===== src/verilog/bowl_macros.svh =====
`ifndef BOWL_MACROS_SVH
`define BOWL_MACROS_SVH

// Scaled-down VGA timing, in pixel clocks and lines
`define H_ACTIVE 80
`define H_FP 4
`define H_SYNC 8
`define H_BP 8
`define H_TOTAL (`H_ACTIVE + `H_FP + `H_SYNC + `H_BP)
`define V_ACTIVE 60
`define V_FP 2
`define V_SYNC 2
`define V_BP 6
`define V_TOTAL (`V_ACTIVE + `V_FP + `V_SYNC + `V_BP)

// Lane region on screen, also the frame buffer footprint
`define REGION_X0 16
`define REGION_Y0 8
`define REGION_W 48
`define REGION_H 48
`define BUF_DEPTH (`REGION_W * `REGION_H)

`define BALL_SIZE 4
`define PIN_SIZE 2
`define PIN_ROW_Y 4
`define PIN_PITCH 4
`define NUM_PINS 10

`define COLOR_BALL 12'hF00
`define COLOR_PIN 12'hFFF
`define COLOR_LANE 12'h963

`define READ_LATENCY 2

`endif

===== src/verilog/bowl_pkg.sv =====
package bowl_pkg;

  // One 12-bit pixel
  typedef struct packed {
    logic [3:0] red;
    logic [3:0] green;
    logic [3:0] blue;
  } color_t;

  typedef struct packed {
    logic [6:0] hcount;
    logic [6:0] vcount;
  } pixel_pos_t;

  // Ball position is region-relative, pins_up[i] set when pin i stands
  typedef struct packed {
    logic [6:0] ball_x;
    logic [6:0] ball_y;
    logic [9:0] pins_up;
  } scene_t;

  // All active high
  typedef struct packed {
    logic hsync;
    logic vsync;
    logic de;
  } video_sync_t;

  typedef struct packed {
    logic       wr_en;
    logic [11:0] addr;
    color_t     data;
  } buf_write_t;

  typedef enum logic [1:0] {
    IDLE,
    SWEEP,
    FINISH
  } render_state_e;

endpackage


===== src/verilog/render_ctrl.sv =====
`timescale 1ns/1ps
`include "bowl_macros.svh"

module render_ctrl (
  input  logic                 clk_pixel,
  input  logic                 rst_n,
  input  logic                 new_frame,
  input  bowl_pkg::scene_t     scene,
  input  logic                 scene_valid,
  output bowl_pkg::pixel_pos_t region_pos,
  output logic                 pos_valid,
  output bowl_pkg::scene_t     active_scene,
  output logic                 frame_done
);

  import bowl_pkg::*;

  localparam logic [6:0] X_LAST = 7'(`REGION_W - 1);
  localparam logic [6:0] Y_LAST = 7'(`REGION_H - 1);

  render_state_e state;
  scene_t        pending_scene;
  logic          row_last;
  logic          sweep_last;

  assign row_last   = (region_pos.hcount == X_LAST);
  assign sweep_last = row_last && (region_pos.vcount == Y_LAST);
  assign pos_valid  = (state == SWEEP);

  // Pending scene only reaches the shader between passes
  always_ff @(posedge clk_pixel or negedge rst_n) begin
    if (!rst_n) begin
      pending_scene <= '0;
      active_scene  <= '0;
    end else begin
      if (scene_valid) begin
        pending_scene <= scene;
      end
      if (new_frame && state == IDLE) begin
        active_scene <= pending_scene;
      end
    end
  end

  always_ff @(posedge clk_pixel or negedge rst_n) begin
    if (!rst_n) begin
      state      <= IDLE;
      region_pos <= '0;
      frame_done <= 1'b0;
    end else begin
      frame_done <= (state == FINISH); // Shader write of last pixel lands in FINISH
      case (state)
        IDLE: begin
          if (new_frame) begin
            state      <= SWEEP;
            region_pos <= '0;
          end
        end
        SWEEP: begin
          if (sweep_last) begin
            state <= FINISH;
          end else if (row_last) begin
            region_pos.hcount <= '0;
            region_pos.vcount <= region_pos.vcount + 7'd1;
          end else begin
            region_pos.hcount <= region_pos.hcount + 7'd1;
          end
        end
        FINISH: state <= IDLE;
        default: state <= IDLE;
      endcase
    end
  end

endmodule


===== config.mk =====
export PLATFORM = sky130hd
export DESIGN_NAME = render_ctrl
export DESIGN_NICKNAME = d
export VERILOG_FILES = /design/src/verilog/bowl_pkg.sv /design/src/verilog/render_ctrl.sv
export VERILOG_INCLUDE_DIRS = /design/src /design/src/verilog
export SDC_FILE = /design/constraint.sdc
export NUM_CORES = 1
export LEC_CHECK = 0
export ABC_AREA = 1
export BUFFER_PORTS_ARGS = -buffer_cell sky130_fd_sc_hd__buf_2
export CELL_PAD_IN_SITES_DETAIL_PLACEMENT = 1
export CELL_PAD_IN_SITES_GLOBAL_PLACEMENT = 1
export CORE_ASPECT_RATIO = 1.5
export CORE_MARGIN = 2
export CORE_UTILIZATION = 35
export CTS_CLUSTER_DIAMETER = 60
export CTS_CLUSTER_SIZE = 40
export DETAILED_ROUTE_END_ITERATION = 12
export PLACE_DENSITY = 0.83
export SYNTH_ARGS = -nofsm -noshare
export SYNTH_HDL_FRONTEND = slang
export SYNTH_SLANG_ARGS = --single-unit

===== constraint.sdc =====
create_clock -name clk_pixel -period 1.3 [get_ports clk_pixel]
set_clock_uncertainty 0.15 [all_clocks]
set_input_delay 0.26 -clock clk_pixel [delete_from_list [all_inputs] [get_ports clk_pixel]]
set_output_delay 0.26 -clock clk_pixel [all_outputs]
set_load 0.02 [all_outputs]

# After elaboration in Yosys (flattened, before gate mapping)
# Cells that the tools add are included.
dict set report classes {
  addsub 2
  n_mux 8
  reduce_logical 7
  eq_ne 8
}
# op n
set op_table {}
lappend op_table {{$mux W14} 2}
lappend op_table {{$pmux W14 S2} 1}
lappend op_table {{$add A7 B1 Y7 const B} 2}
lappend op_table {{$eq A7 B6 Y1 const B} 2}
lappend op_table {{$mux W7} 2}
lappend op_table {{$mux W2} 2}
lappend op_table {{$ne A2 B1 Y1 const B} 2}
lappend op_table {{$ne A2 B2 Y1 const B} 2}
lappend op_table {{$pmux W2 S2} 1}
lappend op_table {{$reduce_and A4 Y1} 1}
lappend op_table {{$reduce_and A3 Y1} 1}
lappend op_table {{$eq A2 B1 Y1 const B} 1}
lappend op_table {{$eq A2 B2 Y1 const B} 1}
lappend op_table {{$logic_and A1 B1 Y1} 2}
lappend op_table {{$logic_not A2 Y1} 1}
lappend op_table {{$reduce_and A2 Y1} 1}
lappend op_table {{$reduce_bool A2 Y1} 1}
dict set report word_totals {
  elab_cells 35
  register_bits 65
  inputBits 28
  out_inout_bits 40
}

# Depth between registers and ports, before layout
dict set report depth {
  word_depth 4
  depth_mapped 8
  depth_no_buf 8
}

# Least setup slack after synthesis
# Ideal clock, no wire load.
dict set report synth_path {
  kind {reg-to-reg}
  start {reg region_pos[7] in the netlist's numbering}
  end {reg region_pos[2] in the netlist's numbering}
  required_ps 1032
  arrival_ps 1378
  stages_incl_launch_ff 9
  setup_ps 118
  slack_ps -346
  path_buffers 0
  synth_period_minus_slack_ps 1646
  path_cell_list {dfrtp_1 ha_1 nand3_2 nor2_4 inv_1 nand2_2 nand3_4 nand2_1 nand2_1}
}
dict set report synth_via {
  elab_chain_cells 4
  word_cells_on_any_way 5
  cone_classes {eq/ne (3); reduce/logical (2)}
}
# element line_no
set synth_lines {}
lappend synth_lines {{start: declaration} render_ctrl.sv:10} ;# output bowl_pkg::pixel_pos_t region_pos,
lappend synth_lines {{$eq A7 B6 Y1 (*)} render_ctrl.sv:26} ;# assign row_last = (region_pos.hcount == X_LAST);
lappend synth_lines {{$logic_and A1 B1 Y1} render_ctrl.sv:27} ;# assign sweep_last = row_last && (region_pos.vcount == Y_LAST);
lappend synth_lines {{$ne A2 B2 Y1 (no line)} n/a}
lappend synth_lines {{$reduce_and A4 Y1 (no line) (*)} n/a}
# Mark *: on every way between the ends. The rest lies on a longest branch, timed or not.
# A chain may end at the register's enable or synchronous reset.

# Worst setup path in the final report
dict set report layout_path {
  start {reg region_pos[7] in the netlist's numbering}
  end {reg region_pos[1] in the netlist's numbering}
}
# The elaborated chain is that of the path after synthesis.

==> results.ini <==
[run_status]
outcome=complete, but fails checks
violations=negative setup slack

[synthesis]
yosys_warnings=0
synth_area_um2=2740
avgSynthCellArea_um2=9.06
yosysTopAreaCell=dfrtp_1
synth_nets=333
synth_top_area_share_pct=59.3
synth_common_cells=nand2_1 (87), dfrtp_1 (65), o21ai_0 (50)
synthTopCellsByArea=dfrtp_1 (59%), nand2_1 (12%), o21ai_0 (9.1%), inv_1 (4.7%), nor2_1 (2.2%)
yosysMostFrequentCell=nand2_1
yosysSeqAreaShare_pct=59.3
synth_ff_type=dfrtp_1
synth_edf_count=0
synthArstFlopShare_pct=100
synth-seq-cells=65
netlist_instances=303
ys_types=25

[power_and_ir_drop]
ir_drop_mv=0.685
pwr_density_cell_nw_per_um2=962
intPower_uw=3600
switchingPower_uw=1040
p_total_uw=4640
clkPwrFrac_pct=48.9
seqPwrFrac_pct=45.5
pwr-share-comb_pct=5.6
p_sw_share_pct=22.5
power.leakage_uw=0.00244

[timing]
slew_headroom_pct=75.8
timing.final.crit_share_pct=131
fin_ws_ps=-402
slew_viol_final=0
grt_setup_unrepaired=yes
max_freq_mhz=588
setup_tns_ps=-8390
hold_viol_final=0
tightest_slew_ps=364
min_period_ps=1700
finalSetupViolCount=59

[clock_tree]
htreeDepth=3
cts_buffer_depth=2
cts_tree=yes
cts_buffers=9
clock-root-buffer=clkbuf_16
cts.sinks=65
worstSkewPairLatency_ps=340
clkTransAtPathRegs_ps=70

[worst_setup_path]
worstPathMaxFanout=7
start_kind=flip-flop
cp_data_arrival_time_ps=1810
path_class=reg -> reg
end_kind=flip-flop
required_ps=1410

[detailed_routing]
postRouteAntennaNets=0
drt_first_pass_iters=4
vias=2894
drtIter0Drc=144
via_per_inst=5.04
wl_mm=11.9
wl_per_cell_um=20.7
drc_errors=0

[global_routing]
grt_antenna_before_repair=0
overflow=0
busiest_layer=met2
grtUsageTotal_pct=23.9
grt_use_met1_pct=24.5
grt.met2_usage_pct=44.3
grtUsageMet3_pct=4.82
grt_pass1_wl_mm=15.6
grt_max_degree=66
grt_pass1_vias=3070

[placed_design]
dpl.hpwl_mm=5.03
port_buffers=67
dpl_cell_area_um2=3470
dp_slack_ps=-127
gp_congestion=0.888

[final_layout]
multi_input_area_um2=1170
final_nets=497
drive_gt1_share_pct=48.3
fillers=828
syn_to_final_growth_pct=75.8
finalInstanceArea_um2=4820
antennaDiodeCount=0
regArea_um2=1640

[floorplanning]
core_um2=7610
io_pins=68
initial_core_util_pct=36.0
die_h_um=112
dieArea_um2=8580
row_count=39
die_w_um=76.3

[job]
drv_cap=0

[worst_hold_path]
hp-class=in -> reg

-- final cells by class --
| cell class | instances | share of cell area [%] |
|---|---|---|
| flip-flops and latches | 65 | 33.9 |
| inverters | 35 | 2.83 |
| clock buffers | 16 | 5.63 |
| well taps | 102 | 2.65 |
| repair buffers | 163 | 30.8 |
| multi-input cells | 193 | 24.2 |
-- placed cells by master, fill, tap and decap left out, drive strengths merged --
master	synthesis	final
xnor2	1	1
clkbuf	7	19
nor2	19	19
nand3	13	13
clkinv	0	1
buf	3	143
or2	1	1
a21oi	4	4
nand4	4	4
ha	2	2
dlygate4sd3	0	17
o21bai	1	1
o21ai	54	54
dfrtp	65	65
inv	35	34
nand2	92	92
xor2	2	2
-- stage by stage --
stage	std cells	hold slack, ps	util, %
after global placement	492	159	45.5
final	574	6.30	63.4
after floorplan	303	-186	-
after detailed placement	492	163	45.5
after CTS	551	3.62	57.2
after global routing	574	14.8	63.4
-- timing repair --
item	in CTS	in global routing
cloned	2	4
pin swaps	6	20
resized for setup	71	95
endpoints found under the setup margin	59	69
hold buffers	17	0
hold endpoints to repair	81	0
buffers inserted	24	21
-- layer usage --
| metal | share of wire (%) | vias up |
|---|---|---|
| li1 | - | 1296 |
| met1 | 35 | 1435 |
| met2 | 56 | 119 |
| met3 | 4.5 | 44 |
| met4 | 4.5 | 0 |
| met5 | 0 | - |
-- critical path, cell delays in order (launching register included) --
cell and delay (ps):
dfrtp_2 410, ha_4 170, nand3_4 70, nor2_4 180, nor2_4 70, a21oi_4 300, nand2_1 160, nand2_1 110
-- state kept, by name, summed over array words and instances (netlist names) --
signal and flops:
active_scene 24, pending_scene 24, region_pos 14, state 2, frame_done 1
-- power by group through the flow --
| stage | sequential (uW) | combinational [uW] | clock (uW) |
|---|---|---|---|
| finish | 2110 | 259 | 2270 |
| global placement | 2140 | 190 | 0 |
| global route | 2120 | 295 | 2400 |
| floorplan | 2140 | 81.8 | 0 |
| detailed placement | 2150 | 201 | 0 |
| CTS | 2110 | 242 | 2270 |
-- worst paths after layout --
kind | start | to | slack, ps | depth (start not counted)
setup / recovery | region_pos[7] | region_pos[1] | -400 | 7
max in group asynchronous | rst_n | region_pos[8] | 300 | 3
setup reg to reg | region_pos[7] | region_pos[1] | -400 | 7
hold / removal | scene[12] | pending_scene[12] | 6 | 3
hold reg to reg | active_scene[11] | active_scene[11] | 340 | 2
min in group asynchronous | rst_n | region_pos[4] | 370 | 3
-- cells by family (layout without fill, tap and decap cells) --
| logic type | after synthesis | after routing | share of synthesized area, % |
|---|---|---|---|
| and+or+nand+nor | 129 | 129 | 20.6 |
| AOI/OAI and AO/OA | 59 | 59 | 11.9 |
| xor gates and xnor gates | 3 | 3 | 0.958 |
| adders and majority gates | 2 | 2 | 0.912 |
| buffers and inverters | 45 | 214 | 6.29 |
| DFF | 65 | 65 | 59.3 |
Power figures use the tool's default switching activity.
