==> src/verilog/bowl_macros.svh <==
`ifndef BOWL_MACROS_SVH
`define BOWL_MACROS_SVH

// Scaled-down VGA timing, in pixel clocks and lines
`define H_ACTIVE 80
`define H_FP 4
`define H_SYNC 8
`define H_BP 8
`define H_TOTAL (`H_ACTIVE + `H_FP + `H_SYNC + `H_BP)
`define V_ACTIVE 60
`define V_FP 2
`define V_SYNC 2
`define V_BP 6
`define V_TOTAL (`V_ACTIVE + `V_FP + `V_SYNC + `V_BP)

// Lane region on screen, also the frame buffer footprint
`define REGION_X0 16
`define REGION_Y0 8
`define REGION_W 48
`define REGION_H 48
`define BUF_DEPTH (`REGION_W * `REGION_H)

`define BALL_SIZE 4
`define PIN_SIZE 2
`define PIN_ROW_Y 4
`define PIN_PITCH 4
`define NUM_PINS 10

`define COLOR_BALL 12'hF00
`define COLOR_PIN 12'hFFF
`define COLOR_LANE 12'h963

`define READ_LATENCY 2

`endif
==> src/verilog/bowl_pkg.sv <==
package bowl_pkg;

  // One 12-bit pixel
  typedef struct packed {
    logic [3:0] red;
    logic [3:0] green;
    logic [3:0] blue;
  } color_t;

  typedef struct packed {
    logic [6:0] hcount;
    logic [6:0] vcount;
  } pixel_pos_t;

  // Ball position is region-relative, pins_up[i] set when pin i stands
  typedef struct packed {
    logic [6:0] ball_x;
    logic [6:0] ball_y;
    logic [9:0] pins_up;
  } scene_t;

  // All active high
  typedef struct packed {
    logic hsync;
    logic vsync;
    logic de;
  } video_sync_t;

  typedef struct packed {
    logic       wr_en;
    logic [11:0] addr;
    color_t     data;
  } buf_write_t;

  typedef enum logic [1:0] {
    IDLE,
    SWEEP,
    FINISH
  } render_state_e;

endpackage

==> src/verilog/pixel_shader.sv <==
`timescale 1ns/1ps
`include "bowl_macros.svh"

module pixel_shader (
  input  logic                 clk_pixel,
  input  logic                 rst_n,
  input  bowl_pkg::pixel_pos_t region_pos,
  input  logic                 pos_valid,
  input  bowl_pkg::scene_t     active_scene,
  output bowl_pkg::buf_write_t buf_wr
);

  import bowl_pkg::*;

  localparam logic [6:0] PIN_Y0 = 7'(`PIN_ROW_Y);
  localparam logic [6:0] PIN_Y1 = 7'(`PIN_ROW_Y + `PIN_SIZE);

  logic [7:0]           ball_x_end;
  logic [7:0]           ball_y_end;
  logic                 ball_hit;
  logic                 pin_row;
  logic [`NUM_PINS-1:0] pin_cover;
  color_t               pix_color;
  logic [11:0]          pix_addr;
  logic                 wr_en_q;
  logic [11:0]          addr_q;
  color_t               data_q;

  // One bit wider so a ball near the edge does not wrap
  assign ball_x_end = {1'b0, active_scene.ball_x} + 8'(`BALL_SIZE);
  assign ball_y_end = {1'b0, active_scene.ball_y} + 8'(`BALL_SIZE);
  assign ball_hit   = (region_pos.hcount >= active_scene.ball_x) &&
                      ({1'b0, region_pos.hcount} < ball_x_end) &&
                      (region_pos.vcount >= active_scene.ball_y) &&
                      ({1'b0, region_pos.vcount} < ball_y_end);

  assign pin_row = (region_pos.vcount >= PIN_Y0) && (region_pos.vcount < PIN_Y1);

  // Pin row starts at the same offset in x as in y
  for (genvar i = 0; i < `NUM_PINS; i++) begin : g_pin
    localparam logic [6:0] PX0 = 7'(`PIN_ROW_Y + `PIN_PITCH * i);
    assign pin_cover[i] = active_scene.pins_up[i] && (region_pos.hcount >= PX0) &&
                          (region_pos.hcount < PX0 + 7'(`PIN_SIZE));
  end

  always_comb begin
    if (ball_hit) begin
      pix_color = color_t'(`COLOR_BALL);
    end else if (pin_row && |pin_cover) begin
      pix_color = color_t'(`COLOR_PIN);
    end else begin
      pix_color = color_t'(`COLOR_LANE);
    end
  end

  assign pix_addr = 12'(region_pos.vcount) * 12'(`REGION_W) + 12'(region_pos.hcount); // Row major

  always_ff @(posedge clk_pixel or negedge rst_n) begin
    if (!rst_n) begin
      wr_en_q <= 1'b0;
    end else begin
      wr_en_q <= pos_valid;
    end
  end

  always_ff @(posedge clk_pixel) begin
    addr_q <= pix_addr;
    data_q <= pix_color;
  end

  assign buf_wr.wr_en = wr_en_q;
  assign buf_wr.addr  = addr_q;
  assign buf_wr.data  = data_q;

endmodule

==> config.mk <==
export PLATFORM = sky130hd
export DESIGN_NAME = pixel_shader
export DESIGN_NICKNAME = d
export VERILOG_FILES = /design/src/verilog/bowl_pkg.sv /design/src/verilog/pixel_shader.sv
export VERILOG_INCLUDE_DIRS = /design/src /design/src/verilog
export SDC_FILE = /design/constraint.sdc
export NUM_CORES = 1
export LEC_CHECK = 0
export BUFFER_PORTS_ARGS = -buffer_cell sky130_fd_sc_hd__buf_4
export CORE_ASPECT_RATIO = 0.75
export CORE_MARGIN = 5
export CORE_UTILIZATION = 50
export DETAILED_ROUTE_END_ITERATION = 8
export PLACE_DENSITY = 0.81
export RECOVER_POWER = 100
export SLEW_MARGIN = 10
export SYNTH_ARGS = -nofsm -noshare
export SYNTH_HDL_FRONTEND = slang
export SYNTH_SLANG_ARGS = --single-unit
export TNS_END_PERCENT = 1
==> constraint.sdc <==
create_clock -name clk_pixel -period 0.8 [get_ports clk_pixel]
set_input_delay 0.08 -clock clk_pixel [delete_from_list [all_inputs] [get_ports clk_pixel]]
set_output_delay 0.08 -clock clk_pixel [all_outputs]
set_load 0.03 [all_outputs]
## Word-level counts from Yosys, hierarchy flattened

Index checks and enable logic that the tools add are counted.

- Bits in registers: 25
- Bits in latches: 0
- Bits in writable memories: 0
- Memory bits (read-only): 0
- Bits of input ports: 41
- Output and inout bits: 25
- Word-level logic and storage cells: 62
- Memories kept: 0

- $add $sub $neg: 3
- $mul: 1
- Div/mod/pow operators: 0
- $lt $le $gt $ge: 26
- Equal/unequal tests: 0
- Shifts and indexed selects: 0
- Mux-type cells: 1
- Bitwise logic cells: 0
- Reductions and logical operators: 26

Operator list:

| kind | number |
|---|---|
| $ge 7x5->1 const B | 4 |
| $lt 7x5->1 const B | 4 |
| $logic_and 1x1->1 | 25 |
| $ge 7x6->1 const B | 3 |
| $lt 7x6->1 const B | 3 |
| $add 7x3->8 const B | 2 |
| $lt 7x8->1 | 2 |
| $ge 7x3->1 const B | 2 |
| $ge 7x4->1 const B | 2 |
| $ge 7x7->1 | 2 |
| $lt 7x3->1 const B | 2 |
| $lt 7x4->1 const B | 2 |
| $add 12x7->12 | 1 |
| $mux 11 | 1 |
| $reduce_or 10->1 | 1 |
| $mul 7x2->8 const B | 1 |

## Longest topological paths before layout

- Word-level depth: 6
- Mapped depth: 8

## Least setup slack after synthesis

No wires, ideal clock.

- Path type: in2reg
- Start: in region_pos[0] (netlist bit)
- End: reg addr_q[11]
- Arrival: 1.655 ns
- Data required time: 0.682 ns
- Path slack: -0.973 ns
- Cell stages on the path: 7
- Path buffers: 0
- Cells stage by stage: ha_1 fa_1 nor2b_1 o311a_1 or4_4 nand3_2 xnor2_1

- Longest elaborated chain between the ends: 2

Ends and longest elaborated chain:

| item | RTL line | source |
|---|---|---|
| start: declaration | pixel_shader.sv:7 | `input bowl_pkg::pixel_pos_t region_pos,` |
| $mul 7x2->8 | pixel_shader.sv:56 | `` assign pix_addr = 12'(region_pos.vcount) * 12'(`REGION_W) + 12'(region_pos.hcount); `` |
| $add 12x7->12 | pixel_shader.sv:56 |  |
| via pix_addr[11] | pixel_shader.sv:24 | `logic [11:0] pix_addr;` |
| end signal: assignment | pixel_shader.sv:67 | `addr_q <= pix_addr;` |
| end: declaration | pixel_shader.sv:26 | `logic [11:0] addr_q;` |

The timed path passes the listed nets, and every way through them passes these cells.
A chain may end at the register's enable or synchronous reset.

## Final worst setup path

- Start: in active_scene[13] (netlist bit)
- End: reg data_q (netlist bit buf_wr[1])

- Longest elaborated chain between the ends: 3
- Elaborated cells between the ends (all ways): 5
- Classes of those cells: add/sub (1); order compare (2); reduce/logical (2)

Ends and longest elaborated chain:

| item | RTL line | source |
|---|---|---|
| start: declaration | pixel_shader.sv:9 | `input bowl_pkg::scene_t active_scene,` |
| $add 7x3->8 / $ge 7x7->1 (equally long branches) | pixel_shader.sv:31, pixel_shader.sv:34 |  |
| $lt 7x8->1 / $logic_and 1x1->1 (equally long branches) | pixel_shader.sv:35, pixel_shader.sv:33 |  |
| $logic_and 1x1->1 (*) | pixel_shader.sv:34 | `(region_pos.vcount >= active_scene.ball_y) &&` |
| end signal: assignment | pixel_shader.sv:68 | `data_q <= pix_color;` |
| end: declaration | pixel_shader.sv:27 | `color_t data_q;` |

Mark *: on every way between the ends. The rest lies on a longest branch, timed or not.

==> summary.md <==
| Metric | Value |
|---|---|
| Period utilization | `2.031` |
| Post-Syn Area | `roughly 1800 um2` |
| EDFF count, synth | `0` |
| Class of the worst hold path | `in2reg` |
| Most frequent cells in the layout | `buf_4, ha_1, inv_1` |
| Layout area overhead | `62.05%` |
| CTS clk-pin slew, worst paths | `around 0.07 ns` |
| Synth unique cells | `between 40 and 50` |
| DP HPWL | `between 4000 and 5000 um` |
| CTS sink cnt | `16` |
| Fmax | `about 620 MHz` |
| Worst hold margin | `about 0.05 ns` |
| Die Ht | `between 60 and 70 um` |
| Placer Congestion | `between 0.8 and 0.9` |
| Via count | `between 1500 and 2000` |
| Met3 usage | `0.02485` |
| Synthesis Warnings | `0` |
| Max-Cap Viols | `0` |
| Commonest non-fill, non-tap cell in the layout | `buf_4` |
| Seq cells post-synth | `16` |
| Met2 Use GR | `0.4171` |
| Gr busiest metal | `met2` |
| Vias in the first global route | `about 1800` |
| Filler instances | `slightly above 200` |
| VDD IR max | `around 1.1 mV` |
| Final instance area | `around 2800 um2` |
| Core area | `around 3300 um2` |
| Die Width | `around 78 um` |
| Worst Path Required | `about 0.94 ns` |
| Row count | `18` |
| Failing checks | `negative setup slack` |
| Num ports | `66` |
| Unrepaired setup endpoints after global routing | `true` |
| Placed Area | `~2500 um2` |
| GRT Residual Overflow | `0` |
| Ys flop type | `dfxtp_1` |
| Drt via density | `roughly 5.3` |
| Final WS setup | `-0.8248 ns` |
| Run status | `finished with violations` |
| Power Density | `approximately 1400 nW/um2` |
| Crit Path Category | `in2reg` |
| Drt first pass iters | `4` |
| CP startpoint kind | `primary input` |
| Initial core utilization | `0.5263` |
| H-tree lvl count | `1` |
| N_diodes | `0` |
| CTS Buf Count | `3` |
| Arr. time, crit path | `1.77 ns` |
| CTS max path bufs | `2` |
| # nets final | `390` |
| Final setup violation count | `21` |
| LEAKAGE | `roughly 0.0014 uW` |
| Post-synthesis sequential area ratio | `0.1854` |
| Final hold violations | `0` |
| Met1 usage | `0.2540` |
| CTS tree | `done` |
| Post-route minimum period | `between 1.5 and 2 ns` |
| Routed length per instance | `~16 um` |
| Largest fanout on the critical path | `3` |
| I/O Buffers | `63` |
| Die ar. | `between 4000 and 5000 um2` |
| Synth async-reset ratio | `0.06250` |
| Largest net degree at the start of global routing | `10` |
| DP Worst Slack | `-1.140 ns` |
| Gr usage total | `0.2140` |
| Hold Path Sink | `addr_q[1]` |
| Routed Antenna Nets | `0` |
| Worst Setup End Kind | `flip-flop` |
| Drc violations | `0` |
| Hold path start | `region_pos[8]` |
| Total Wirelength | `between 5000 and 6000 um` |
| Avg Synthesized Cell Area | `about 8.8 um2` |
| Clock root buffer | `clkbuf_8` |
| Placed Cells | `~340` |
| Post-Layout Cell Count | `345` |
| Pins Over Slew Limit | `0` |
| Mapped Cells | `a little under 200` |
| Initial drt markers | `86` |
| First-pass GRT wire length | `~8000 um` |
| Layout cell share with drive strength beyond 1 | `0.5049` |
| Initial antenna violation count | `0` |
| Hold Crit Depth | `2` |
worst max-delay path: stages:
cell and delay [ns]:
buf_4 0.11, ha_4 0.15, nand3_2 0.10, xnor2_2 0.15
ha_2 0.20, a2111oi_2 0.27, o21ai_1 0.11, a221o_1 0.35
or2_1 0.25
sequential cells by signal, summed over array words and instances, names as in the netlist:
register  count
addr_q       12
buf_wr        3
wr_en_q       1
per-stage QoR:
step           setup TNS, ns  utilization  power (uW)
2_1_floorplan         -6.810            -        2026
3_5_place_dp          -9.323       0.7631        2854
4_1_cts               -6.836       0.8179        3701
6_report              -7.089       0.8529        3926
3_3_place_gp          -8.875       0.7631        2780
5_1_grt               -7.926       0.8529        4153
synthesized netlist by cell type, types with 2 or more instances:
| cell | count | share of area |
|---|---|---|
| nor2b_1 | 4 | 0.014 |
| nand4_1 | 4 | 0.014 |
| inv_1 | 21 | 0.045 |
| nand2b_1 | 4 | 0.014 |
| xor2_1 | 4 | 0.020 |
| nand2_1 | 10 | 0.021 |
| o21ai_1 | 4 | 0.011 |
| nor2_1 | 6 | 0.013 |
| ha_1 | 41 | 0.29 |
| buf_4 | 10 | 0.043 |
| a31oi_1 | 2 | 0.0071 |
| o211ai_1 | 3 | 0.013 |
| o21ai_0 | 4 | 0.011 |
| inv_2 | 2 | 0.0043 |
| o31ai_1 | 2 | 0.0086 |
| a21oi_1 | 14 | 0.040 |
| nor3_1 | 4 | 0.011 |
| nand3_1 | 6 | 0.017 |
| dfxtp_1 | 15 | 0.17 |
| mux2i_1 | 2 | 0.011 |
| or2_1 | 2 | 0.0071 |
| xnor2_1 | 11 | 0.055 |
| a21o_1 | 3 | 0.013 |
| fa_1 | 2 | 0.023 |
worst max path at each step:
stage / from / to / slack, ns
after global routing: active_scene[13] / buf_wr[1] / -0.91
after floorplan: region_pos[0] / addr_q[11] / -0.91
after detailed placement: active_scene[12] / buf_wr[1] / -1.14
after global placement: active_scene[12] / buf_wr[1] / -1.09
final: active_scene[13] / buf_wr[1] / -0.82
after CTS: region_pos[0] / addr_q[11] / -0.78
per-layer routing:
layer	up-vias	wire length, um
met3	8	337
met1	847	2249
met4	0	87
met2	71	2682
met5	-	0
li1	905	-
cells by family after synthesis:
group | Yosys count | synth area share
buffers and inverters | 33 | 0.09201
xor gates and xnor gates | 15 | 0.07489
muxes | 4 | 0.03067
adders and majority gates | 43 | 0.3153
DFF | 16 | 0.1854
and+or+nand+nor | 47 | 0.1526
other | 1 | 0.002138
AOI/OAI and AO/OA | 40 | 0.1469
power by group:
group / internal [uW] / switching, uW
clock: 437 / 303
combinational: 1090 / 1070
sequential: 962 / 72.2
final cells by class:
cell class | count | area [um2] | area share
sequential | 16 | 342.8 | 0.1206
clock buffer | 4 | 55.05 | 0.01937
multi-input combinational | 151 | 1424 | 0.5009
inverter | 23 | 88.84 | 0.03125
tap | 40 | 50.05 | 0.01761
timing repair buffer | 111 | 882.1 | 0.3103
timing repair:
item,4_1_cts,5_1_grt
pin swaps,4,7
hold buffers,3,0
endpoints found under the hold margin,3,0
endpoints found under the setup margin,23,33
buffers inserted,2,1
resized for setup,19,35
Power figures use the tool's default switching activity.
