### src/verilog/bowl_macros.svh
`ifndef BOWL_MACROS_SVH
`define BOWL_MACROS_SVH

// Scaled-down VGA timing, in pixel clocks and lines
`define H_ACTIVE 80
`define H_FP 4
`define H_SYNC 8
`define H_BP 8
`define H_TOTAL (`H_ACTIVE + `H_FP + `H_SYNC + `H_BP)
`define V_ACTIVE 60
`define V_FP 2
`define V_SYNC 2
`define V_BP 6
`define V_TOTAL (`V_ACTIVE + `V_FP + `V_SYNC + `V_BP)

// Lane region on screen, also the frame buffer footprint
`define REGION_X0 16
`define REGION_Y0 8
`define REGION_W 48
`define REGION_H 48
`define BUF_DEPTH (`REGION_W * `REGION_H)

`define BALL_SIZE 4
`define PIN_SIZE 2
`define PIN_ROW_Y 4
`define PIN_PITCH 4
`define NUM_PINS 10

`define COLOR_BALL 12'hF00
`define COLOR_PIN 12'hFFF
`define COLOR_LANE 12'h963

`define READ_LATENCY 2

`endif
### src/verilog/bowl_pkg.sv
package bowl_pkg;

  // One 12-bit pixel
  typedef struct packed {
    logic [3:0] red;
    logic [3:0] green;
    logic [3:0] blue;
  } color_t;

  typedef struct packed {
    logic [6:0] hcount;
    logic [6:0] vcount;
  } pixel_pos_t;

  // Ball position is region-relative, pins_up[i] set when pin i stands
  typedef struct packed {
    logic [6:0] ball_x;
    logic [6:0] ball_y;
    logic [9:0] pins_up;
  } scene_t;

  // All active high
  typedef struct packed {
    logic hsync;
    logic vsync;
    logic de;
  } video_sync_t;

  typedef struct packed {
    logic       wr_en;
    logic [11:0] addr;
    color_t     data;
  } buf_write_t;

  typedef enum logic [1:0] {
    IDLE,
    SWEEP,
    FINISH
  } render_state_e;

endpackage

### src/verilog/video_out_stage.sv
`timescale 1ns/1ps
`include "bowl_macros.svh"

module video_out_stage (
  input  logic                  clk_pixel,
  input  logic                  rst_n,
  input  bowl_pkg::pixel_pos_t  scan_pos,
  input  bowl_pkg::video_sync_t raw_sync,
  output logic [11:0]           rd_addr,
  input  bowl_pkg::color_t      rd_data,
  output bowl_pkg::video_sync_t vga_sync,
  output bowl_pkg::color_t      vga_rgb
);

  import bowl_pkg::*;

  localparam logic [6:0] X0 = 7'(`REGION_X0);
  localparam logic [6:0] X1 = 7'(`REGION_X0 + `REGION_W);
  localparam logic [6:0] Y0 = 7'(`REGION_Y0);
  localparam logic [6:0] Y1 = 7'(`REGION_Y0 + `REGION_H);

  logic                             in_region;
  logic [11:0]                      rel_x;
  logic [11:0]                      rel_y;
  video_sync_t [`READ_LATENCY-1:0]  sync_pipe;
  logic [`READ_LATENCY-1:0]         region_pipe;

  assign in_region = (scan_pos.hcount >= X0) && (scan_pos.hcount < X1) &&
                     (scan_pos.vcount >= Y0) && (scan_pos.vcount < Y1);

  assign rel_x   = {5'd0, scan_pos.hcount - X0};
  assign rel_y   = {5'd0, scan_pos.vcount - Y0};
  assign rd_addr = in_region ? rel_y * 12'(`REGION_W) + rel_x : 12'd0; // Park at 0 outside

  // Match the buffer read latency
  always_ff @(posedge clk_pixel or negedge rst_n) begin
    if (!rst_n) begin
      sync_pipe   <= '0;
      region_pipe <= '0;
    end else begin
      sync_pipe   <= {sync_pipe[`READ_LATENCY-2:0], raw_sync};
      region_pipe <= {region_pipe[`READ_LATENCY-2:0], in_region};
    end
  end

  assign vga_sync = sync_pipe[`READ_LATENCY-1];
  assign vga_rgb  = (vga_sync.de && region_pipe[`READ_LATENCY-1]) ? rd_data : '0; // Black border

endmodule

### config.mk
export PLATFORM = sky130hd
export DESIGN_NAME = video_out_stage
export DESIGN_NICKNAME = d
export VERILOG_FILES = /design/src/verilog/bowl_pkg.sv /design/src/verilog/video_out_stage.sv
export VERILOG_INCLUDE_DIRS = /design/src /design/src/verilog
export SDC_FILE = /design/constraint.sdc
export NUM_CORES = 1
export LEC_CHECK = 0
export ABC_AREA = 1
export BUFFER_PORTS_ARGS = -buffer_cell sky130_fd_sc_hd__buf_4
export CAP_MARGIN = 10
export CORE_UTILIZATION = 45
export DETAILED_ROUTE_END_ITERATION = 10
export PLACE_DENSITY = 0.81
export SKIP_LAST_GASP = 1
export SLEW_MARGIN = 20
export SYNTH_ARGS = -nofsm -noshare
export SYNTH_HDL_FRONTEND = slang
export SYNTH_SLANG_ARGS = --single-unit
### constraint.sdc
create_clock -name clk_pixel -period 4.3 [get_ports clk_pixel]
set_input_delay 1.075 -clock clk_pixel [delete_from_list [all_inputs] [get_ports clk_pixel]]
set_output_delay 1.075 -clock clk_pixel [all_outputs]
set_load 0.1 [all_outputs]
# --- After elaboration in Yosys (flattened, before gate mapping) ---
# Index checks and enable logic that the tools add are counted.
word_totals:
  elab_cells: 21
  register_bits: 8
op_classes:
  n_mux: 2
  addsub: 3
  multipliers: 1
  reduce_logical: 4
  order_cmp: 4
op_table:
  columns: ["cell", "count"]
  rows:
  - ["$mux 12", 2]
  - ["$add 12x7->12", 1]
  - ["$mul 7x2->8 const B", 1]
  - ["$ge 7x4->1 const B", 1]
  - ["$ge 7x5->1 const B", 1]
  - ["$lt 7x6->1 const B", 1]
  - ["$lt 7x7->1 const B", 1]
  - ["$sub 7x4->7 const B", 1]
  - ["$sub 7x5->7 const B", 1]
  - ["$logic_and 1x1->1", 4]

# --- Depth between registers and ports, before layout ---
# Gate-level depths: netlist (run 1).
logic_depth:
  ltp_word: 5
  depth_mapped: 16
  depth_no_buf: 16

# --- Least setup slack after synthesis (run 1) ---
# Ideal clock, no wire load.
synth_timing:
  path_type: "input-to-output"
  startpoint: "input scan_pos[0] (netlist name)"
  endpoint: "output rd_addr[7]"
  path_stages: 8
  slack_ns: -1.177
  arrival_ns: 4.402
  cell_sequence: "ha_1 -> fa_1 -> ha_1 -> nand2_1 -> nand2_1 -> nor2_1 -> nor2_2 -> nor3_1"
synth_via:
  elab_chain_len: 4
synth_rtl:
  columns: ["item", "line", "rtl"]
  rows:
  - ["from (decl)", "video_out_stage.sv:7", "input bowl_pkg::pixel_pos_t scan_pos,"]
  - ["$sub 7x4->7 or $ge 7x4->1 (tied branches)", "video_out_stage.sv:32, video_out_stage.sv:29", null]
  - ["$mul 7x2->8 or $logic_and 1x1->1 (tied branches)", "video_out_stage.sv:33, video_out_stage.sv:28", null]
  - ["$add 12x7->12 or $logic_and 1x1->1 (tied branches)", "video_out_stage.sv:33, video_out_stage.sv:29", null]
  - ["$mux 12 (*)", "video_out_stage.sv:33", "assign rd_addr = in_region ? rel_y * 12'(`REGION_W) + rel_x : 12'd0;"]
  - ["to (decl)", "video_out_stage.sv:9", "output logic [11:0] rd_addr,"]
# Mark *: on every way between the ends. The rest lies on a longest branch, timed or not.

# --- Worst setup path after layout (run 1) ---
layout_timing:
  startpoint: "input scan_pos[1] (netlist name)"
  endpoint: "output rd_addr[11]"
# Same word-level chain as after synthesis.

==> summary.md, run 1 <==
| Metric | Value |
|---|---|
| DRC | 0 |
| Most frequent cell after synthesis | inv_1 |
| Max FO, Critical Path | 3 |
| # diodes | 0 |
| Fillers | 147 |
| Max-slew violation count | 0 |
| Unrepaired setup endpoints after global routing | yes |
| Initial Util | 0.4808 |
| Mapped Nets | 219 |
| Number of global-route vias before repair | 1,169 |
| Final core utilization | 0.7936 |
| Tmin final | 4.230 ns |
| Max stage delay on crit path | 0.52 ns |
| Final antenna-violating net count | 0 |
| FP Rows | 17 |
| Post-synth top area share | 0.1882 |
| Hold buffers post-CTS | 0 |
| Max frequency | 236.4 MHz |
| IO buf count | 57 |
| Clock transition at path regs | 0.05 ns |
| Max Cap Violations | 0 |
| Total iterations of the first detailed-routing run | 4 |
| Max IR drop VDD | 0.0001554 V |
| CTS buffer count | 3 |
| Clk_lat worst skew | 0.25 ns |
| Final setup margin | 0.07045 ns |
| Routed vias/inst | 4.777 |
| # IOs | 58 |
| Die width | 50.62 um |
| Clock buffer depth | 2 |
| Nature of the critical path endpoint | primary output |
| Final Hold Viols | 0 |
| CTS tree | done |
| Rel. slew slack | 0.7410 |
| Total global routing overflow | 0 |
| Critical path arrival | 3.15 ns |
| Core area | 2212 sq um |
| Pwr dens | 242.5 nW/um^2 |
| Area after DPL | 1608 sq um |
| Die H | 50.62 um |
| Initial antenna violation count | 0 |
| Period Utilization, post-route | 0.9836 |
| Share of post-route cells with drive strength above 1 | 0.3941 |
| Outcome | finished clean |
| Worst Setup Path Type | in2out |
| Ys flop type | dfrtp_1 |
| Clk sinks | 8 |
| Number of flops mapped to enable cells by yosys | 0 |
| Nets@finish | 286 |
| Synth top area cells | dfrtp_1 19%, ha_1 18%, inv_1 14%, nand2_1 13%, nor2_1 9.9% |
| Htree depth | 1 |
| Routability Congestion | 0.7777 |
| Dpl hpwl | 2442 um |
| Clock root buffer | clkbuf_4 |
| FFs w/ async S/R, synth | 1.000 |
| Yosys warning count | 0 |
| Total Die Area | 2562 sq um |
| Static Leakage | 1.042 nW |
| Setup Skew | 0.001483 ns |
| Register area | 200.2 sq um |
| Most frequent cells after synthesis | 40 x inv_1, 37 x nand2_1, 28 x nor2_1, 15 x ha_1, 11 x nand3_1 |
| First-pass GRT wire length | 4560 um |
| Worst hold path type | reg2reg |
| Initial DRC Count | 24 |
| Post-synth design cell area | 1064 sq um |
| Seq/Total Area, Yosys | 0.1882 |
| Worst path bufs/invs | 3 |
| Worst slew pin tran | 0.3845 ns |
| Post-synth top area cell | dfrtp_1 |
| Startpoint types | input pin |
| Pin count of the biggest net entering global routing | 13 |
| Multi-input logic area | 799.5 sq um |
| Setup slack at placement | -0.06897 ns |
| #FFs+latches synth | 8 |
| Setup-failing EPs final | 0 |
| Post-route cell area | 1755 sq um |
| Slowest CP cell | fa_1 |
| Gr usage total | 0.2342 |
| Area Overhead vs Synth | 65.06% |
| Worst path required time | 3.22 ns |
| Mapped Cells | 171 |
| Critical Path, Cell by Cell | buf_6 > buf_4 > fa_1 > ha_4 > nand2_2 > nor2_2 > nor2_1 > nor2_2 > nand3_2 > nor2_4 > a21oi_2 > nor2_4 > buf_12 |
| Yosys cell types | 22 |
| Wirelength per Cell | 11.61 um |
| WL final | 3066 um |
| Routed via count | 1,261 |
| Delay-heaviest family, CP | adder cells |
| Synthesized area per cell | 6.219 sq um |
## metal layers
layer	routed length [um]	part of all wire	track usage
met4	72	0.023	0.08333
met2	1701	0.55	0.4933
met3	86	0.028	0.01515
met5	0	0	0
met1	1205	0.39	0.2308
## power by group
part / switching [mW] / internal (mW) / total (mW)
registers: 0.00113 / 0.0793 / 0.0804
clock network: 0.0228 / 0.0317 / 0.0545
logic: 0.191 / 0.0996 / 0.291
## what timing repair did
item | in CTS | in global routing
endpoints found under the setup margin | 3 | 5
buffers inserted | 0 | 2
pin swaps | 0 | 13
gates resized for setup | 4 | 21
## final cells by class
class                   count  share of cell area
flip-flops and latches      8              0.1140
repair buffers             66              0.3079
clock buffers               3             0.01283
multi-input cells         117              0.4555
inverters                  42             0.08981
well taps                  28             0.01996
## path summary, 6_finish.rpt
path	endpoint	start	cells past startpoint	slack (ns)
min in group asynchronous	sync_pipe[0]	rst_n	1	0.63
worst min register to register	vga_sync[1]	sync_pipe[1]	0	0.35
max in group asynchronous	sync_pipe[2]	rst_n	1	3.55
worst max-delay path	rd_addr[11]	scan_pos[1]	13	0.07
worst max register to register	vga_sync[2]	sync_pipe[2]	0	3.82
worst min-delay path	vga_sync[1]	sync_pipe[1]	0	0.35
## state kept, by name (all words and copies together) (netlist names)
| name | cells |
|---|---|
| region_pipe | 2 |
| sync_pipe | 3 |
| vga_sync | 3 |
## cell usage in the layout (no fill, tap or decap)
cell type / synthesis / layout
buf_4: 3 / 61
nand3_2: 1 / 2
ha_1: 15 / 13
o21ai_0: 2 / 1
a21oi_4: 0 / 2
o21ai_1: 0 / 1
inv_2: 2 / 3
ha_4: 0 / 2
nand3_1: 11 / 10
nand2_1: 37 / 35
dfrtp_1: 8 / 8
nor3_1: 3 / 1
nand2_2: 1 / 3
nand4_1: 3 / 3
o21ai_2: 1 / 1
a31oi_1: 1 / 1
xor2_1: 2 / 1
nor3_4: 0 / 2
a21oi_1: 6 / 2
buf_6: 0 / 2
nor2_2: 2 / 3
clkbuf_4: 0 / 3
a211o_1: 1 / 1
inv_1: 40 / 39
nor2_1: 28 / 24
xor2_2: 0 / 1
xnor2_1: 1 / 1
a21oi_2: 0 / 2
nor2_4: 0 / 3
fa_1: 2 / 2
buf_12: 0 / 3
## through the flow
step / TNS, ns / hold WS [ns] / cells / power (mW)
floorplan: -0.1703 / 0.3312 / 171 / 0.2688
global placement: 0 / 0.3318 / 259 / 0.3340
detailed placement: -0.09694 / 0.3347 / 259 / 0.3433
CTS: -0.01891 / 0.3463 / 262 / 0.4020
global route: -0.05879 / 0.3586 / 264 / 0.4553
finish: 0 / 0.3454 / 264 / 0.4256
## cell families after synthesis
family / after synthesis / share of synthesized area
buffers and inverters: 46 / 0.1729
AND/OR/NAND/NOR: 86 / 0.3400
AO/OA/AOI/OAI: 11 / 0.06001
flip-flops: 8 / 0.1882
XOR/XNOR: 3 / 0.02471
adder cells (fa/ha/maj): 17 / 0.2141
Note: power is estimated with default switching activity, not from simulation.
==> run 2, diff against run 1 <==
--- a/config.mk
+++ b/config.mk
@@ -9,9 +9,10 @@
 export ABC_AREA = 1
 export BUFFER_PORTS_ARGS = -buffer_cell sky130_fd_sc_hd__buf_4
 export CAP_MARGIN = 10
-export CORE_UTILIZATION = 45
+export CORE_UTILIZATION = 40
 export DETAILED_ROUTE_END_ITERATION = 10
-export PLACE_DENSITY = 0.81
+export PLACE_DENSITY = 0.76
+export RECOVER_POWER = 100
 export SKIP_LAST_GASP = 1
 export SLEW_MARGIN = 20
 export SYNTH_ARGS = -nofsm -noshare
==> constraint.sdc (replaced) <==
create_clock -name clk_pixel -period 3.5 [get_ports clk_pixel]
set_input_delay 0.875 -clock clk_pixel [delete_from_list [all_inputs] [get_ports clk_pixel]]
set_output_delay 0.875 -clock clk_pixel [all_outputs]
set_load 0.1 [all_outputs]
==> run 2 against run 1 <==
Effect of this change: the flow now finishes with violations (negative setup slack); via count is 10% higher; clock skew hardly changed; clock power is 21% higher; count of clock-buffer cells in the layout stayed put; critical endpoint unchanged; combinational power is 45% higher; register-to-register slack worse by 0.79 ns; core utilization is 0.93 points lower; wire length hardly changed; sequential power is 23% higher; sequential cell count stayed put; critical path depth is 1 higher; total power is 38% higher; largest cell class unchanged.
==> summary.md, run 2 (synthesis results as in run 1) <==
| Metric | Value |
|---|---|
| Core area | 2500 sq um (+13%) |
| Max-slew violation count | 0 (unchanged) |
| Unrepaired setup endpoints after global routing | yes |
| Switch share | 0.4840 (-0.02123) |
| DRC | 0 (unchanged) |
| Routed vias/inst | 4.819 (+0.90%) |
| WL final | 3065 um (about the same) |
| Routability Congestion | 0.8359 (+7.5%) |
| Register area | 200.2 sq um (unchanged) |
| Clock transition at path regs | 0.05 ns (about the same) |
| Internal power | 302.7 uW (+44%) |
| Die width | 53.57 um (+5.8%) |
| Post-route cell area | 1961 sq um (+12%) |
| Sequential fraction of design power | 0.168 (-0.021) |
| Clock power share | 0.112 (-0.016) |
| Worst path required time | 2.62 ns (-0.60 ns) |
| Area after DPL | 1841 sq um (+14%) |
| # diodes | 0 (unchanged) |
| Initial antenna violation count | 0 (unchanged) |
| Most common cell after layout, fill and taps aside | buf_4 |
| Worst slew pin tran | 1.175 ns (+0.7902 ns) |
| CTS tree | done |
| TNS Setup | -1.099 ns (-1.099 ns) |
| Share of post-route cells with drive strength above 1 | 0.4264 (+0.03229) |
| Clock root buffer | clkbuf_4 |
| Pwr dens | 299.2 nW/um^2 (+23%) |
| Max Cap Violations | 0 (unchanged) |
| Initial Util | 0.4254 (-0.05534) |
| Max frequency | 263.2 MHz |
| Total Die Area | 2869 sq um (+12%) |
| Nature of the critical path endpoint | primary output |
| Hold Crit Depth | 0 (unchanged) |
| Number of global-route vias before repair | 1,288 (+10%) |
| R2R cell count | 0 (unchanged) |
| Nets@finish | 308 (+7.7%) |
| First-pass GRT wire length | 4636 um (+1.7%) |
| Pin count of the biggest net entering global routing | 13 (unchanged) |
| Failing checks | negative setup slack |
| RR Endpoint | region_pipe[1] |
| Clk sinks | 8 (unchanged) |
| Setup Skew | 0.001360 ns (-0.0001231 ns) |
| FP Rows | 18 (+1) |
| Most frequent cells in the layout | 53 x buf_4, 38 x inv_1, 32 x nand2_1 |
| Outcome | finished, violations left |
| Dpl hpwl | 2506 um (+2.6%) |
| Final Hold Viols | 0 (unchanged) |
| Rel. slew slack | 0.2202 (-0.5207) |
| Reg2reg start | region_pipe[0] |
| Hold buffers post-CTS | 0 (unchanged) |
| Worst hold start | sync_pipe[0] |
| Hold slack | 0.3469 ns (+0.001443 ns) |
| Die H | 53.57 um (+5.8%) |
| IO buf count | 57 (unchanged) |
| Worst Setup Path Type | in2out |
| Setup-failing EPs final | 5 (+5) |
| Multi-input logic area | 844.6 sq um (+5.6%) |
| # IOs | 58 (unchanged) |
| Wirelength per Cell | 10.64 um (-8.4%) |
| Area Overhead vs Synth | 84.35% |
| Max FO, Critical Path | 3 (unchanged) |
| Static Leakage | 1.095 nW (+5.1%) |
| Tmin final | 3.800 ns |
| Hold Path End | vga_sync[0] |
| Final setup margin | -0.2997 ns (-0.3701 ns) |
| Routed via count | 1,388 (+10%) |
| Startpoint types | input pin |
| Max IR drop VDD | 0.0003379 V (+120%) |
| Total iterations of the first detailed-routing run | 5 (+1) |
| Final antenna-violating net count | 0 (unchanged) |
| Htree depth | 1 (unchanged) |
| Psw | 284.0 uW (+32%) |
| Period Utilization, post-route | 1.086 |
| Total global routing overflow | 0 (unchanged) |
| Worst hold path type | reg2reg |
| Initial DRC Count | 9 (-63%) |
| Critical path arrival | 2.92 ns (-0.23 ns) |
| Clock buffer depth | 2 (unchanged) |
| Clk_lat worst skew | 0.25 ns (about the same) |
| Register-to-register setup slack | 3.03 ns (-0.79 ns) |
| Gate power share | 0.719 (+0.036) |
| Fillers | 199 (+35%) |
| CTS buffer count | 3 (unchanged) |
| Gr usage total | 0.2168 (-0.01744) |
[run 2: metrics by stage]
stage / setup WS (ns) / util / total power [mW] / cells
3_3_place_gp: -0.3337 / 0.7362 / 0.4651 / 283
6_report: -0.2997 / 0.7843 / 0.5867 / 288
4_1_cts: -0.2569 / 0.7988 / 0.5826 / 286
3_5_place_dp: -0.4154 / 0.7362 / 0.4790 / 283
2_1_floorplan: -0.3594 / - / 0.3501 / 171
5_1_grt: -0.3809 / 0.7843 / 0.6290 / 288
[run 2: critical path, cell delays in order]
cell and delay (ns):
buf_8 0.11, ha_4 0.15, fa_1 0.49, ha_4 0.32, nand2_4 0.06, nor2_4 0.10
nor2_2 0.05, nor2_2 0.10, nand3_2 0.14, nor2_4 0.13, nand3_1 0.10, nand2_2 0.09
nor2_4 0.05, buf_12 0.16
[run 2: metal layers]
layer / part of all wire / GRT usage
met5: 0 / 0
met4: 0.019 / 0.08333
met3: 0.069 / 0.02542
met2: 0.56 / 0.4646
met1: 0.35 / 0.1990
[run 2: what timing repair did]
item                                    4_1_cts  5_1_grt
resized for setup                            35        2
pin swaps                                     8        1
buffers inserted                              2        2
cloned                                        0        0
endpoints found under the setup margin        6        6
[run 2: area by class of cell]
type                            instances  share of cell area
Tap cell                               30             0.01914
Sequential cell                         8              0.1021
Clock buffer                            3             0.01149
Multi-Input combinational cell        117              0.4308
Inverter                               42             0.08232
Timing Repair Buffer                   88              0.3542
[run 2: power by group through the flow]
stage / registers, mW / logic (mW) / clock network [mW]
after floorplan: 0.0998 / 0.250 / 0
after global placement: 0.100 / 0.365 / 0
after detailed placement: 0.100 / 0.379 / 0
after CTS: 0.0989 / 0.416 / 0.0681
after global routing: 0.0992 / 0.452 / 0.0773
final: 0.0988 / 0.422 / 0.0660
[run 2: how the worst max path moves through the flow]
| stage | from | endpoint | slack (ns) | cells after the start |
|---|---|---|---|---|
| 3_3_place_gp | scan_pos[1] | rd_addr[9] | -0.33 | 12 |
| 4_1_cts | scan_pos[1] | rd_addr[11] | -0.26 | 14 |
| 2_1_floorplan | scan_pos[0] | rd_addr[11] | -0.36 | 11 |
| 3_5_place_dp | scan_pos[1] | rd_addr[11] | -0.42 | 14 |
| 5_1_grt | scan_pos[1] | rd_addr[11] | -0.38 | 14 |
| 6_report | scan_pos[1] | rd_addr[11] | -0.30 | 14 |
